$ cat config.mk
export PLATFORM = sky130hd
export DESIGN_NAME = flow_id_subsys
export DESIGN_NICKNAME = d
export VERILOG_FILES = /design/src/flow_id_pkg.sv /design/src/flow_id_subsys.sv /design/src/delete_drain.sv /design/src/bank_dispatch.sv /design/src/state_id_manager.sv /design/src/id_allocator.sv
export VERILOG_INCLUDE_DIRS = /design/src
export SDC_FILE = /design/constraint.sdc
export NUM_CORES = 2
export LEC_CHECK = 0
export BUFFER_PORTS_ARGS = -buffer_cell sky130_fd_sc_hd__buf_2
export CORE_MARGIN = 2
export CORE_UTILIZATION = 57
export CTS_CLUSTER_SIZE = 30
export DETAILED_ROUTE_END_ITERATION = 6
export PLACE_DENSITY = 0.76
export SYNTH_ARGS = -nofsm -noshare
export SYNTH_HDL_FRONTEND = slang
export SYNTH_SLANG_ARGS = --single-unit
$ cat constraint.sdc
create_clock -name clk -period 3.8 [get_ports clk]
set_input_delay 0.19 -clock clk [delete_from_list [all_inputs] [get_ports clk]]
set_output_delay 0.19 -clock clk [all_outputs]
set_load 0.005 [all_outputs]
$ cat src/flow_id_defines.svh
`ifndef FLOW_ID_DEFINES_SVH
`define FLOW_ID_DEFINES_SVH

// ------------------------------------------------------------
// Subsystem sizing
// ------------------------------------------------------------

// Banks in the ID space, all identical
`define FLOW_NUM_BANKS 4

// Bank number width, log2 of the bank count
`define FLOW_BANK_WID 2

// Local ID width inside one bank, 16 entries
`define FLOW_LOCAL_ID_WID 4

// Flow key width
`define FLOW_KEY_WID 16

`endif
$ cat src/flow_id_pkg.sv
`include "flow_id_defines.svh"

package flow_id_pkg;

    typedef logic [`FLOW_LOCAL_ID_WID-1:0] local_id_t;
    typedef logic [`FLOW_BANK_WID-1:0]     bank_t;
    typedef logic [`FLOW_KEY_WID-1:0]      flow_key_t;

    // Global ID, bank number above the local ID
    typedef struct packed {
        bank_t     bank;
        local_id_t local_id;
    } flow_id_t;

    // External delete-by-key payload
    typedef struct packed {
        flow_key_t key;
        bank_t     bank;
    } key_del_t;

    // Completion report for one delete
    typedef struct packed {
        flow_id_t id;
        logic     error;
        logic     valid;
    } del_done_t;

    typedef enum logic [3:0] {
        RESET,
        INIT,
        IDLE,
        REVMAP_READ,
        KEY_REQ,
        KEY_WAIT,
        DEALLOC,
        REPORT
    } delete_state_t;

    // First set request bit at or after the pointer, wrapping around
    function automatic bank_t rr_pick(input logic [`FLOW_NUM_BANKS-1:0] req, input bank_t ptr);
        bank_t idx;
        bank_t pick;
        pick = ptr;
        for (int k = `FLOW_NUM_BANKS - 1; k >= 0; k--) begin
            idx = bank_t'((int'(ptr) + k) % `FLOW_NUM_BANKS);
            if (req[idx]) begin
                pick = idx;
            end
        end
        return pick;
    endfunction

endpackage : flow_id_pkg

$ cat src/flow_id_subsys.sv
`timescale 1ns/1ps
`include "flow_id_defines.svh"

module flow_id_subsys
    import flow_id_pkg::*;
(
    input  logic      clk,
    input  logic      srst,

    output logic      init_done,

    input  logic      insert_req,
    input  flow_key_t insert_key,
    output logic      insert_rdy,
    output flow_id_t  insert_id,

    input  logic      del_req,
    input  flow_id_t  del_id,
    output logic      del_ack,

    output logic      key_req,
    output key_del_t  key_del,
    input  logic      key_ack,
    input  logic      key_error,

    output del_done_t del_done
);

    logic [`FLOW_NUM_BANKS-1:0] bank_init_done;

    logic [`FLOW_NUM_BANKS-1:0] bank_insert_rdy;
    logic [`FLOW_NUM_BANKS-1:0] bank_insert_req;
    local_id_t                  bank_insert_id [`FLOW_NUM_BANKS];

    logic [`FLOW_NUM_BANKS-1:0] bank_del_req;
    logic [`FLOW_NUM_BANKS-1:0] bank_del_ack;
    local_id_t                  del_local_id;

    logic [`FLOW_NUM_BANKS-1:0] bank_key_req;
    logic [`FLOW_NUM_BANKS-1:0] bank_key_ack;
    logic [`FLOW_NUM_BANKS-1:0] bank_key_error;
    key_del_t                   bank_key_del [`FLOW_NUM_BANKS];

    logic [`FLOW_NUM_BANKS-1:0] bank_done_take;
    del_done_t                  bank_done [`FLOW_NUM_BANKS];

    assign init_done = &bank_init_done;

    // ------------------------------------------------------------
    // Dispatcher
    // ------------------------------------------------------------
    bank_dispatch i_bank_dispatch (
        .clk             (clk),
        .srst            (srst),
        .insert_req      (insert_req),
        .insert_rdy      (insert_rdy),
        .insert_id       (insert_id),
        .bank_insert_rdy (bank_insert_rdy),
        .bank_insert_id  (bank_insert_id),
        .bank_insert_req (bank_insert_req),
        .del_req         (del_req),
        .del_id          (del_id),
        .del_ack         (del_ack),
        .bank_del_req    (bank_del_req),
        .bank_del_ack    (bank_del_ack),
        .del_local_id    (del_local_id)
    );

    // ------------------------------------------------------------
    // Banks
    // ------------------------------------------------------------
    for (genvar b = 0; b < `FLOW_NUM_BANKS; b++) begin : g_bank
        state_id_manager i_state_id_manager (
            .clk          (clk),
            .srst         (srst),
            .bank_idx     (bank_t'(b)),
            .init_done    (bank_init_done[b]),
            .insert_rdy   (bank_insert_rdy[b]),
            .insert_req   (bank_insert_req[b]),
            .insert_key   (insert_key),
            .insert_id    (bank_insert_id[b]),
            .del_req      (bank_del_req[b]),
            .del_local_id (del_local_id),
            .del_ack      (bank_del_ack[b]),
            .key_req      (bank_key_req[b]),
            .key_del      (bank_key_del[b]),
            .key_ack      (bank_key_ack[b]),
            .key_error    (bank_key_error[b]),
            .done         (bank_done[b]),
            .done_take    (bank_done_take[b])
        );
    end

    // ------------------------------------------------------------
    // Drain to the flow table
    // ------------------------------------------------------------
    delete_drain i_delete_drain (
        .clk            (clk),
        .srst           (srst),
        .bank_key_req   (bank_key_req),
        .bank_key_del   (bank_key_del),
        .bank_key_ack   (bank_key_ack),
        .bank_key_error (bank_key_error),
        .key_req        (key_req),
        .key_del        (key_del),
        .key_ack        (key_ack),
        .key_error      (key_error),
        .bank_done      (bank_done),
        .bank_done_take (bank_done_take),
        .del_done       (del_done)
    );

endmodule : flow_id_subsys

$ cat src/delete_drain.sv
`timescale 1ns/1ps
`include "flow_id_defines.svh"

module delete_drain
    import flow_id_pkg::*;
(
    input  logic                       clk,
    input  logic                       srst,

    // Key deletes from the banks
    input  logic [`FLOW_NUM_BANKS-1:0] bank_key_req,
    input  key_del_t                   bank_key_del [`FLOW_NUM_BANKS],
    output logic [`FLOW_NUM_BANKS-1:0] bank_key_ack,
    output logic [`FLOW_NUM_BANKS-1:0] bank_key_error,

    // External flow table port
    output logic                       key_req,
    output key_del_t                   key_del,
    input  logic                       key_ack,
    input  logic                       key_error,

    // Completion reports
    input  del_done_t                  bank_done [`FLOW_NUM_BANKS],
    output logic [`FLOW_NUM_BANKS-1:0] bank_done_take,
    output del_done_t                  del_done
);

    bank_t rr_ptr;
    bank_t grant;
    logic  locked;

    logic [`FLOW_NUM_BANKS-1:0] done_valid;
    bank_t                      done_sel;

    // ------------------------------------------------------------
    // Key request arbitration
    // ------------------------------------------------------------
    always_ff @(posedge clk) begin
        if (srst) begin
            locked <= 1'b0;
            grant  <= '0;
            rr_ptr <= '0;
        end else if (!locked && |bank_key_req) begin
            locked <= 1'b1;
            grant  <= rr_pick(bank_key_req, rr_ptr);
        end else if (locked && !bank_key_req[grant] && !key_ack) begin
            // Both sides back to zero
            locked <= 1'b0;
            rr_ptr <= grant + bank_t'(1);
        end
    end

    assign key_req = locked && bank_key_req[grant];
    assign key_del = bank_key_del[grant];

    always_comb begin
        bank_key_ack   = '0;
        bank_key_error = '0;
        bank_key_ack[grant]   = locked && key_ack;
        bank_key_error[grant] = locked && key_error;
    end

    // ------------------------------------------------------------
    // Completion merge with the lowest bank first
    // ------------------------------------------------------------
    always_comb begin
        done_sel = '0;
        for (int i = `FLOW_NUM_BANKS - 1; i >= 0; i--) begin
            done_valid[i] = bank_done[i].valid;
            if (bank_done[i].valid) begin
                done_sel = bank_t'(i);
            end
        end
        bank_done_take = '0;
        bank_done_take[done_sel] = |done_valid;
    end

    always_ff @(posedge clk) begin
        if (srst) begin
            del_done <= '0;
        end else begin
            del_done <= bank_done[done_sel];
        end
    end

endmodule : delete_drain

$ cat src/bank_dispatch.sv
`timescale 1ns/1ps
`include "flow_id_defines.svh"

module bank_dispatch
    import flow_id_pkg::*;
(
    input  logic                       clk,
    input  logic                       srst,

    // Insert from outside
    input  logic                       insert_req,
    output logic                       insert_rdy,
    output flow_id_t                   insert_id,

    // Insert to the banks
    input  logic [`FLOW_NUM_BANKS-1:0] bank_insert_rdy,
    input  local_id_t                  bank_insert_id [`FLOW_NUM_BANKS],
    output logic [`FLOW_NUM_BANKS-1:0] bank_insert_req,

    // Delete by ID from outside
    input  logic                       del_req,
    input  flow_id_t                   del_id,
    output logic                       del_ack,

    // Delete by ID to the banks
    output logic [`FLOW_NUM_BANKS-1:0] bank_del_req,
    input  logic [`FLOW_NUM_BANKS-1:0] bank_del_ack,
    output local_id_t                  del_local_id
);

    bank_t rr_ptr;
    bank_t ins_sel;

    bank_t del_bank;
    logic  del_open;

    // ------------------------------------------------------------
    // Insert by round robin over ready banks
    // ------------------------------------------------------------
    assign ins_sel    = rr_pick(bank_insert_rdy, rr_ptr);
    assign insert_rdy = |bank_insert_rdy;
    assign insert_id  = '{bank: ins_sel, local_id: bank_insert_id[ins_sel]};

    always_comb begin
        bank_insert_req = '0;
        bank_insert_req[ins_sel] = insert_req && insert_rdy;
    end

    always_ff @(posedge clk) begin
        if (srst) begin
            rr_ptr <= '0;
        end else if (insert_req && insert_rdy) begin
            rr_ptr <= ins_sel + bank_t'(1);
        end
    end

    // ------------------------------------------------------------
    // Delete by ID relay
    // ------------------------------------------------------------
    // Ack follows the latched bank through both edges
    assign del_ack = bank_del_ack[del_bank];

    always_ff @(posedge clk) begin
        if (srst) begin
            del_open <= 1'b0;
            del_bank <= '0;
        end else if (!del_open && del_req && !del_ack) begin
            del_open <= 1'b1;
            del_bank <= del_id.bank;
        end else if (del_open && !del_req && del_ack) begin
            del_open <= 1'b0;
        end
    end

    always_ff @(posedge clk) begin
        if (!del_open && del_req) begin
            del_local_id <= del_id.local_id;
        end
    end

    always_comb begin
        bank_del_req = '0;
        bank_del_req[del_bank] = del_open;
    end

endmodule : bank_dispatch

$ cat src/state_id_manager.sv
`timescale 1ns/1ps

module state_id_manager
    import flow_id_pkg::*;
(
    input  logic      clk,
    input  logic      srst,

    input  bank_t     bank_idx,

    output logic      init_done,

    // Insert from the dispatcher
    output logic      insert_rdy,
    input  logic      insert_req,
    input  flow_key_t insert_key,
    output local_id_t insert_id,

    // Four-phase delete by ID
    input  logic      del_req,
    input  local_id_t del_local_id,
    output logic      del_ack,

    // Four-phase delete by key
    output logic      key_req,
    output key_del_t  key_del,
    input  logic      key_ack,
    input  logic      key_error,

    // Completion report
    output del_done_t done,
    input  logic      done_take
);

    localparam int NUM_IDS = 2**$bits(local_id_t);

    delete_state_t state;
    delete_state_t nxt_state;

    local_id_t init_cnt;

    logic      alloc_rdy;
    local_id_t alloc_id;
    logic      ins_fire;
    logic      query_used;
    logic      del_accept;

    local_id_t del_id;
    logic      del_err;
    flow_key_t rd_key;

    flow_key_t revmap [NUM_IDS];

    // ------------------------------------------------------------
    // Allocator
    // ------------------------------------------------------------
    id_allocator i_id_allocator (
        .clk         (clk),
        .srst        (srst),
        .init        (state == INIT),
        .alloc_req   (ins_fire),
        .alloc_rdy   (alloc_rdy),
        .alloc_id    (alloc_id),
        .dealloc_req (state == DEALLOC),
        .dealloc_id  (del_id),
        .query_id    (del_id),
        .query_used  (query_used)
    );

    assign insert_rdy = init_done && alloc_rdy;
    assign insert_id  = alloc_id;
    assign ins_fire   = insert_req && insert_rdy;

    // ------------------------------------------------------------
    // Reverse map from ID to key
    // ------------------------------------------------------------
    always_ff @(posedge clk) begin
        if (state == INIT) begin
            revmap[init_cnt] <= '0;
        end else if (ins_fire) begin
            revmap[alloc_id] <= insert_key;
        end
        // Registered read with one cycle of latency
        if (state == REVMAP_READ) begin
            rd_key <= revmap[del_id];
        end
    end

    // Init sweep counter and done flag
    always_ff @(posedge clk) begin
        if (srst) begin
            init_cnt  <= '0;
            init_done <= 1'b0;
        end else begin
            if (state == INIT) begin
                init_cnt <= init_cnt + local_id_t'(1);
            end
            if (state == IDLE) begin
                init_done <= 1'b1;
            end
        end
    end

    // ------------------------------------------------------------
    // Delete-by-ID handshake
    // ------------------------------------------------------------
    assign del_accept = (state == IDLE) && init_done && del_req && !del_ack;

    always_ff @(posedge clk) begin
        if (srst) begin
            del_ack <= 1'b0;
        end else if (!del_req) begin
            del_ack <= 1'b0;
        end else if (del_accept) begin
            del_ack <= 1'b1;
        end
    end

    always_ff @(posedge clk) begin
        if (del_accept) begin
            del_id <= del_local_id;
        end
        // Error for an unallocated ID or a refused key
        if (state == REVMAP_READ) begin
            del_err <= !query_used;
        end else if ((state == KEY_REQ) && key_ack) begin
            del_err <= key_error;
        end
    end

    // ------------------------------------------------------------
    // Deletion FSM
    // ------------------------------------------------------------
    always_ff @(posedge clk) begin
        if (srst) begin
            state <= RESET;
        end else begin
            state <= nxt_state;
        end
    end

    always_comb begin
        nxt_state = state;
        case (state)
            RESET       : nxt_state = INIT;
            INIT        : nxt_state = (init_cnt == '1) ? IDLE : INIT;
            IDLE        : nxt_state = del_accept ? REVMAP_READ : IDLE;
            REVMAP_READ : nxt_state = query_used ? KEY_REQ : REPORT;
            KEY_REQ     : nxt_state = key_ack ? KEY_WAIT : KEY_REQ;
            KEY_WAIT : begin
                if (!key_ack) begin
                    nxt_state = del_err ? REPORT : DEALLOC;
                end
            end
            DEALLOC     : nxt_state = REPORT;
            REPORT      : nxt_state = done_take ? IDLE : REPORT;
            default     : nxt_state = RESET;
        endcase
    end

    assign key_req = (state == KEY_REQ);
    assign key_del = '{key: rd_key, bank: bank_idx};

    // Report held until the drain takes it
    assign done = '{id: '{bank: bank_idx, local_id: del_id},
                    error: del_err,
                    valid: (state == REPORT)};

endmodule : state_id_manager

$ cat src/id_allocator.sv
`timescale 1ns/1ps

module id_allocator
    import flow_id_pkg::*;
(
    input  logic      clk,
    input  logic      srst,

    input  logic      init,

    input  logic      alloc_req,
    output logic      alloc_rdy,
    output local_id_t alloc_id,

    input  logic      dealloc_req,
    input  local_id_t dealloc_id,

    input  local_id_t query_id,
    output logic      query_used
);

    localparam int NUM_IDS = 2**$bits(local_id_t);

    // One bit per local ID, set while the ID is handed out
    logic [NUM_IDS-1:0] used;

    // ------------------------------------------------------------
    // Lowest free ID
    // ------------------------------------------------------------
    always_comb begin
        alloc_rdy = 1'b0;
        alloc_id  = '0;
        // Walk down so the lowest clear bit is the last one kept
        for (int i = NUM_IDS - 1; i >= 0; i--) begin
            if (!used[i]) begin
                alloc_rdy = 1'b1;
                alloc_id  = local_id_t'(i);
            end
        end
    end

    // ------------------------------------------------------------
    // Used bit vector
    // ------------------------------------------------------------
    always_ff @(posedge clk) begin
        if (srst || init) begin
            used <= '0;
        end else begin
            if (alloc_req && alloc_rdy) begin
                used[alloc_id] <= 1'b1;
            end
            // Never the same ID as an allocation, that one is free
            if (dealloc_req) begin
                used[dealloc_id] <= 1'b0;
            end
        end
    end

    assign query_used = used[query_id];

endmodule : id_allocator

==> flow_summary.yaml <==
outcome:
  status: "complete, but fails checks"
  violations: "setup timing"
drt:
  dr_total_vias: 26800
  drt_iter0_drc: 3387
  wirelength_um: 124000
  viasPerCell: 6.61
  wl_per_cell_um: 30.5
  drt_pass1_iterations: 6
  ant_nets: 0
  drc_errors: 0
setup_path:
  cp_slowest_stage_delay_ns: 0.89
  arrival_ns: 4.19
  crit_type: "flip-flop to flip-flop"
  worstPathCellList: "nand4_1 -> o41ai_4 -> buf_4 -> o221ai_1 -> a21oi_2 -> buf_4 -> nand3b_1 -> nor2b_1 -> a31oi_2 -> nor2_2"
  critPathMaxFanout: 16
  r2r-end: "g_bank[1].i_state_id_manager.revmap[12][4]$_DFFE_PP_"
  r2r_slack_ns: -0.09
  r2r_cells: 10
  cp_common_cell: "buf_4"
  critPathLaunchType: "flip-flop"
  cp-end-kind: "flip-flop"
  required_ns: 4.10
  critPathSlowestCell: "nor2_2"
placed_design:
  dp.cells: 3819
  dp.final_hpwl_um: 77500
  place.gp.congestion: 0.954
  port_buffers: 63
  dpl_cell_area_um2: 52400
grt:
  grt_pass1_wl_um: 180000
  antenna_found_initial: 20
  grt_max_degree: 74
  grt_pass1_vias: 26300
  overflow: 0
  track_usage: 0.280
sta:
  final-setup-viol-count: 72
  slew_viol_final: 0
  rsz0062_at_grt: "true"
  max-slew-margin-rel: 0.159
  layout_min_cycle_time_ns: 3.89
  worst_pin_slew_ns: 1.25
  fin_crit_sh: 1.02
  max_freq_mhz: 257
  final_hold_viol_count: 0
  tns_ns: -2.59
  worst_slack_ns: -0.0925
  finClkSkew_ns: 0.0402
finish:
  fin_nets: 2828
  design_area_um2: 56200
  fin_util: 0.650
  drive_gt1_frac: 0.278
  syn_to_final_growth_pct: 13.3
  final_cells: 4057
hold_path:
  hold_end: "i_bank_dispatch.rr_ptr[1]$_SDFFE_PP0N_"
  hold_path_startpoint: "insert_req"
  min_path_cells: 4
  hold_path_class: "primary input to flip-flop"
floorplanning:
  initial_utilization: 0.574
  fp.dieW_um: 299
  core-area_um2: 86500
  die_area_um2: 89400
  rows: 108
  io_pins: 64
  fp.dieH_um: 299
yosys:
  ys_ff_latch: 1230
  synth_area_leader_cell: "edfxtp_1"
  netlist_area_um2: 49600
  synth_top_flop_cell: "edfxtp_1"
  synthArstFlopShare: 0
  ys_seq_area_frac: 0.720
  synth_nets: 2637
  syn_avg_cell_area_um2: 19.1
  syn_inst: 2601
  yosys_warnings: 0
  synthTopCellsByArea: "edfxtp_1 (67%), mux4_2 (16%), dfxtp_1 (4.8%)"
  synth_edf_count: 1112
  synth_top_area_share: 0.673
  synth.distinct_cells: 73
pwr:
  vdd_ir_drop_max_mv: 0.343
  power.total_w: 0.0283
  powerDensity_nw_per_um2: 502
  p_leak_nw: 18.1
cts:
  clk_pin_slew_ns: 0.06
  cts_tree: "yes"
  clk_latency_ns: 0.70
  cts_sinks: 1230
  cts-htree-levels: 3
  cts_buffers: 115
  cts_max_path_buffers: 3
  cts-root-buf: "clkbuf_16"
job:
  maxCapViolations: 0
cell type report:
| type | count | area (um^2) |
|---|---|---|
| clock inverters | 69 | 591 |
| flip-flops and latches | 1230 | 35800 |
| well taps | 1155 | 1450 |
| fillers | 5634 | 30200 |
| multi-input cells | 1201 | 13300 |
| repair buffers | 217 | 1930 |
| diodes | 15 | 37.5 |
| inverters | 27 | 101 |
| clock buffers | 143 | 3050 |
sequential cells by signal (all words and copies together) (netlist names):
name,cells
i_delete_drain.locked,1
i_delete_drain.rr_ptr,2
i_bank_dispatch.del_bank,2
g_bank.i_state_id_manager.del_ack,4
g_bank.i_state_id_manager.del_err,4
i_delete_drain.grant,2
g_bank.i_state_id_manager.init_done,4
g_bank.i_state_id_manager.revmap,1024
g_bank.i_state_id_manager.rd_key,64
g_bank.i_state_id_manager.i_id_allocator.used,64
i_bank_dispatch.del_open,1
g_bank.i_state_id_manager.del_id,16
i_bank_dispatch.rr_ptr,2
g_bank.i_state_id_manager.state,12
i_bank_dispatch.del_local_id,4
i_delete_drain.del_done,8
g_bank.i_state_id_manager.init_cnt,16
routing by layer:
metal	GRT usage	up-vias	part of all wire
met4	0.103	6	0.035
met2	0.416	1555	0.46
li1	-	11100	-
met3	0.0678	228	0.11
met5	0	-	0.00034
met1	0.410	13900	0.39
placed cells by master (no fill, tap or decap), types with 10 or more instances in the layout:
cell type      count
edfxtp_1        1112
mux4_2           362
nor2_1           147
dfxtp_1          118
clkbuf_16        117
buf_4            109
a21oi_1           85
and2_1            67
nand2_1           65
buf_2             63
a211oi_1          41
o21ai_0           38
buf_12            34
a31oi_1           33
nor2b_1           31
nor3_1            30
inv_1             27
nor2_2            26
clkinv_1          26
clkbuf_1          24
nand3_1           22
clkinv_2          22
nand2b_1          21
nor3b_1           20
nand4_1           18
diode_2           15
a311oi_1          13
mux2i_1           11
nand3b_1          10
o211ai_1          10
and3_1            10
dlygate4sd3_1     10
worst max path at each step:
stage | to | cells after the start | startpoint
detailed placement | g_bank[1].i_state_id_manager.revmap[13][6]$_DFFE_PP_ | 10 | flip-flop
CTS | g_bank[1].i_state_id_manager.revmap[12][9]$_DFFE_PP_ | 10 | flip-flop
floorplan | g_bank[1].i_state_id_manager.revmap[10][0]$_DFFE_PP_ | 9 | flip-flop
global route | g_bank[1].i_state_id_manager.revmap[15][9]$_DFFE_PP_ | 9 | flip-flop
finish | g_bank[1].i_state_id_manager.revmap[12][4]$_DFFE_PP_ | 10 | flip-flop
global placement | g_bank[1].i_state_id_manager.revmap[13][4]$_DFFE_PP_ | 10 | flip-flop
timing repair:
item / CTS / global route
endpoints found under the setup margin: 8 / 276
gates resized for setup: 2 / 8
hold buffers: 10 / 0
pin swaps: 0 / 2
buffers inserted: 0 / 1
hold endpoints to repair: 29 / 0
kinds of logic after synthesis:
| kind of cell | share of synthesized area |
|---|---|
| mux | 0.167 |
| xor+xnor | 0.00229 |
| buf+inv | 0.0133 |
| simple gates | 0.0561 |
| compound gates | 0.0388 |
| fa+ha+maj | 0.00202 |
| flops | 0.720 |
critical path: cells and delay by family, from the launching register on:
family | cells | cell delay (ns)
buffers and inverters | 2 | 0.37
AOI/OAI and AO/OA | 4 | 1.07
DFF | 1 | 0.40
and+or+nand+nor | 4 | 1.68
where the power goes:
| group | switching (W) | leakage (nW) | total [W] | internal, W |
|---|---|---|---|---|
| clock network | 0.00492 | 1.77 | 0.0112 | 0.00628 |
| logic | 0.00112 | 4.89 | 0.00175 | 0.000635 |
| registers | 0.000216 | 11.5 | 0.0153 | 0.0151 |
| total | 0.00626 | 18.1 | 0.0283 | 0.0220 |
synthesized netlist by cell type, types with 33 or more instances:
cell type	n
and2_1	67
a211oi_1	41
o21ai_0	38
buf_1	45
edfxtp_1	1112
dfxtp_1	118
nor2_1	175
mux4_2	362
clkbuf_1	87
a21oi_1	87
a31oi_1	33
nand2_1	65
stage by stage:
stage / worst slack (ns) / hold WS [ns]
3_5_place_dp: 0.0306 / 0.370
2_1_floorplan: 0.298 / 0.289
3_3_place_gp: 0.0636 / 0.368
4_1_cts: 0.00693 / 0.0357
6_report: -0.0925 / 0.0724
5_1_grt: -0.186 / 0.0956
No activity file was read; power rests on OpenSTA's default activity.
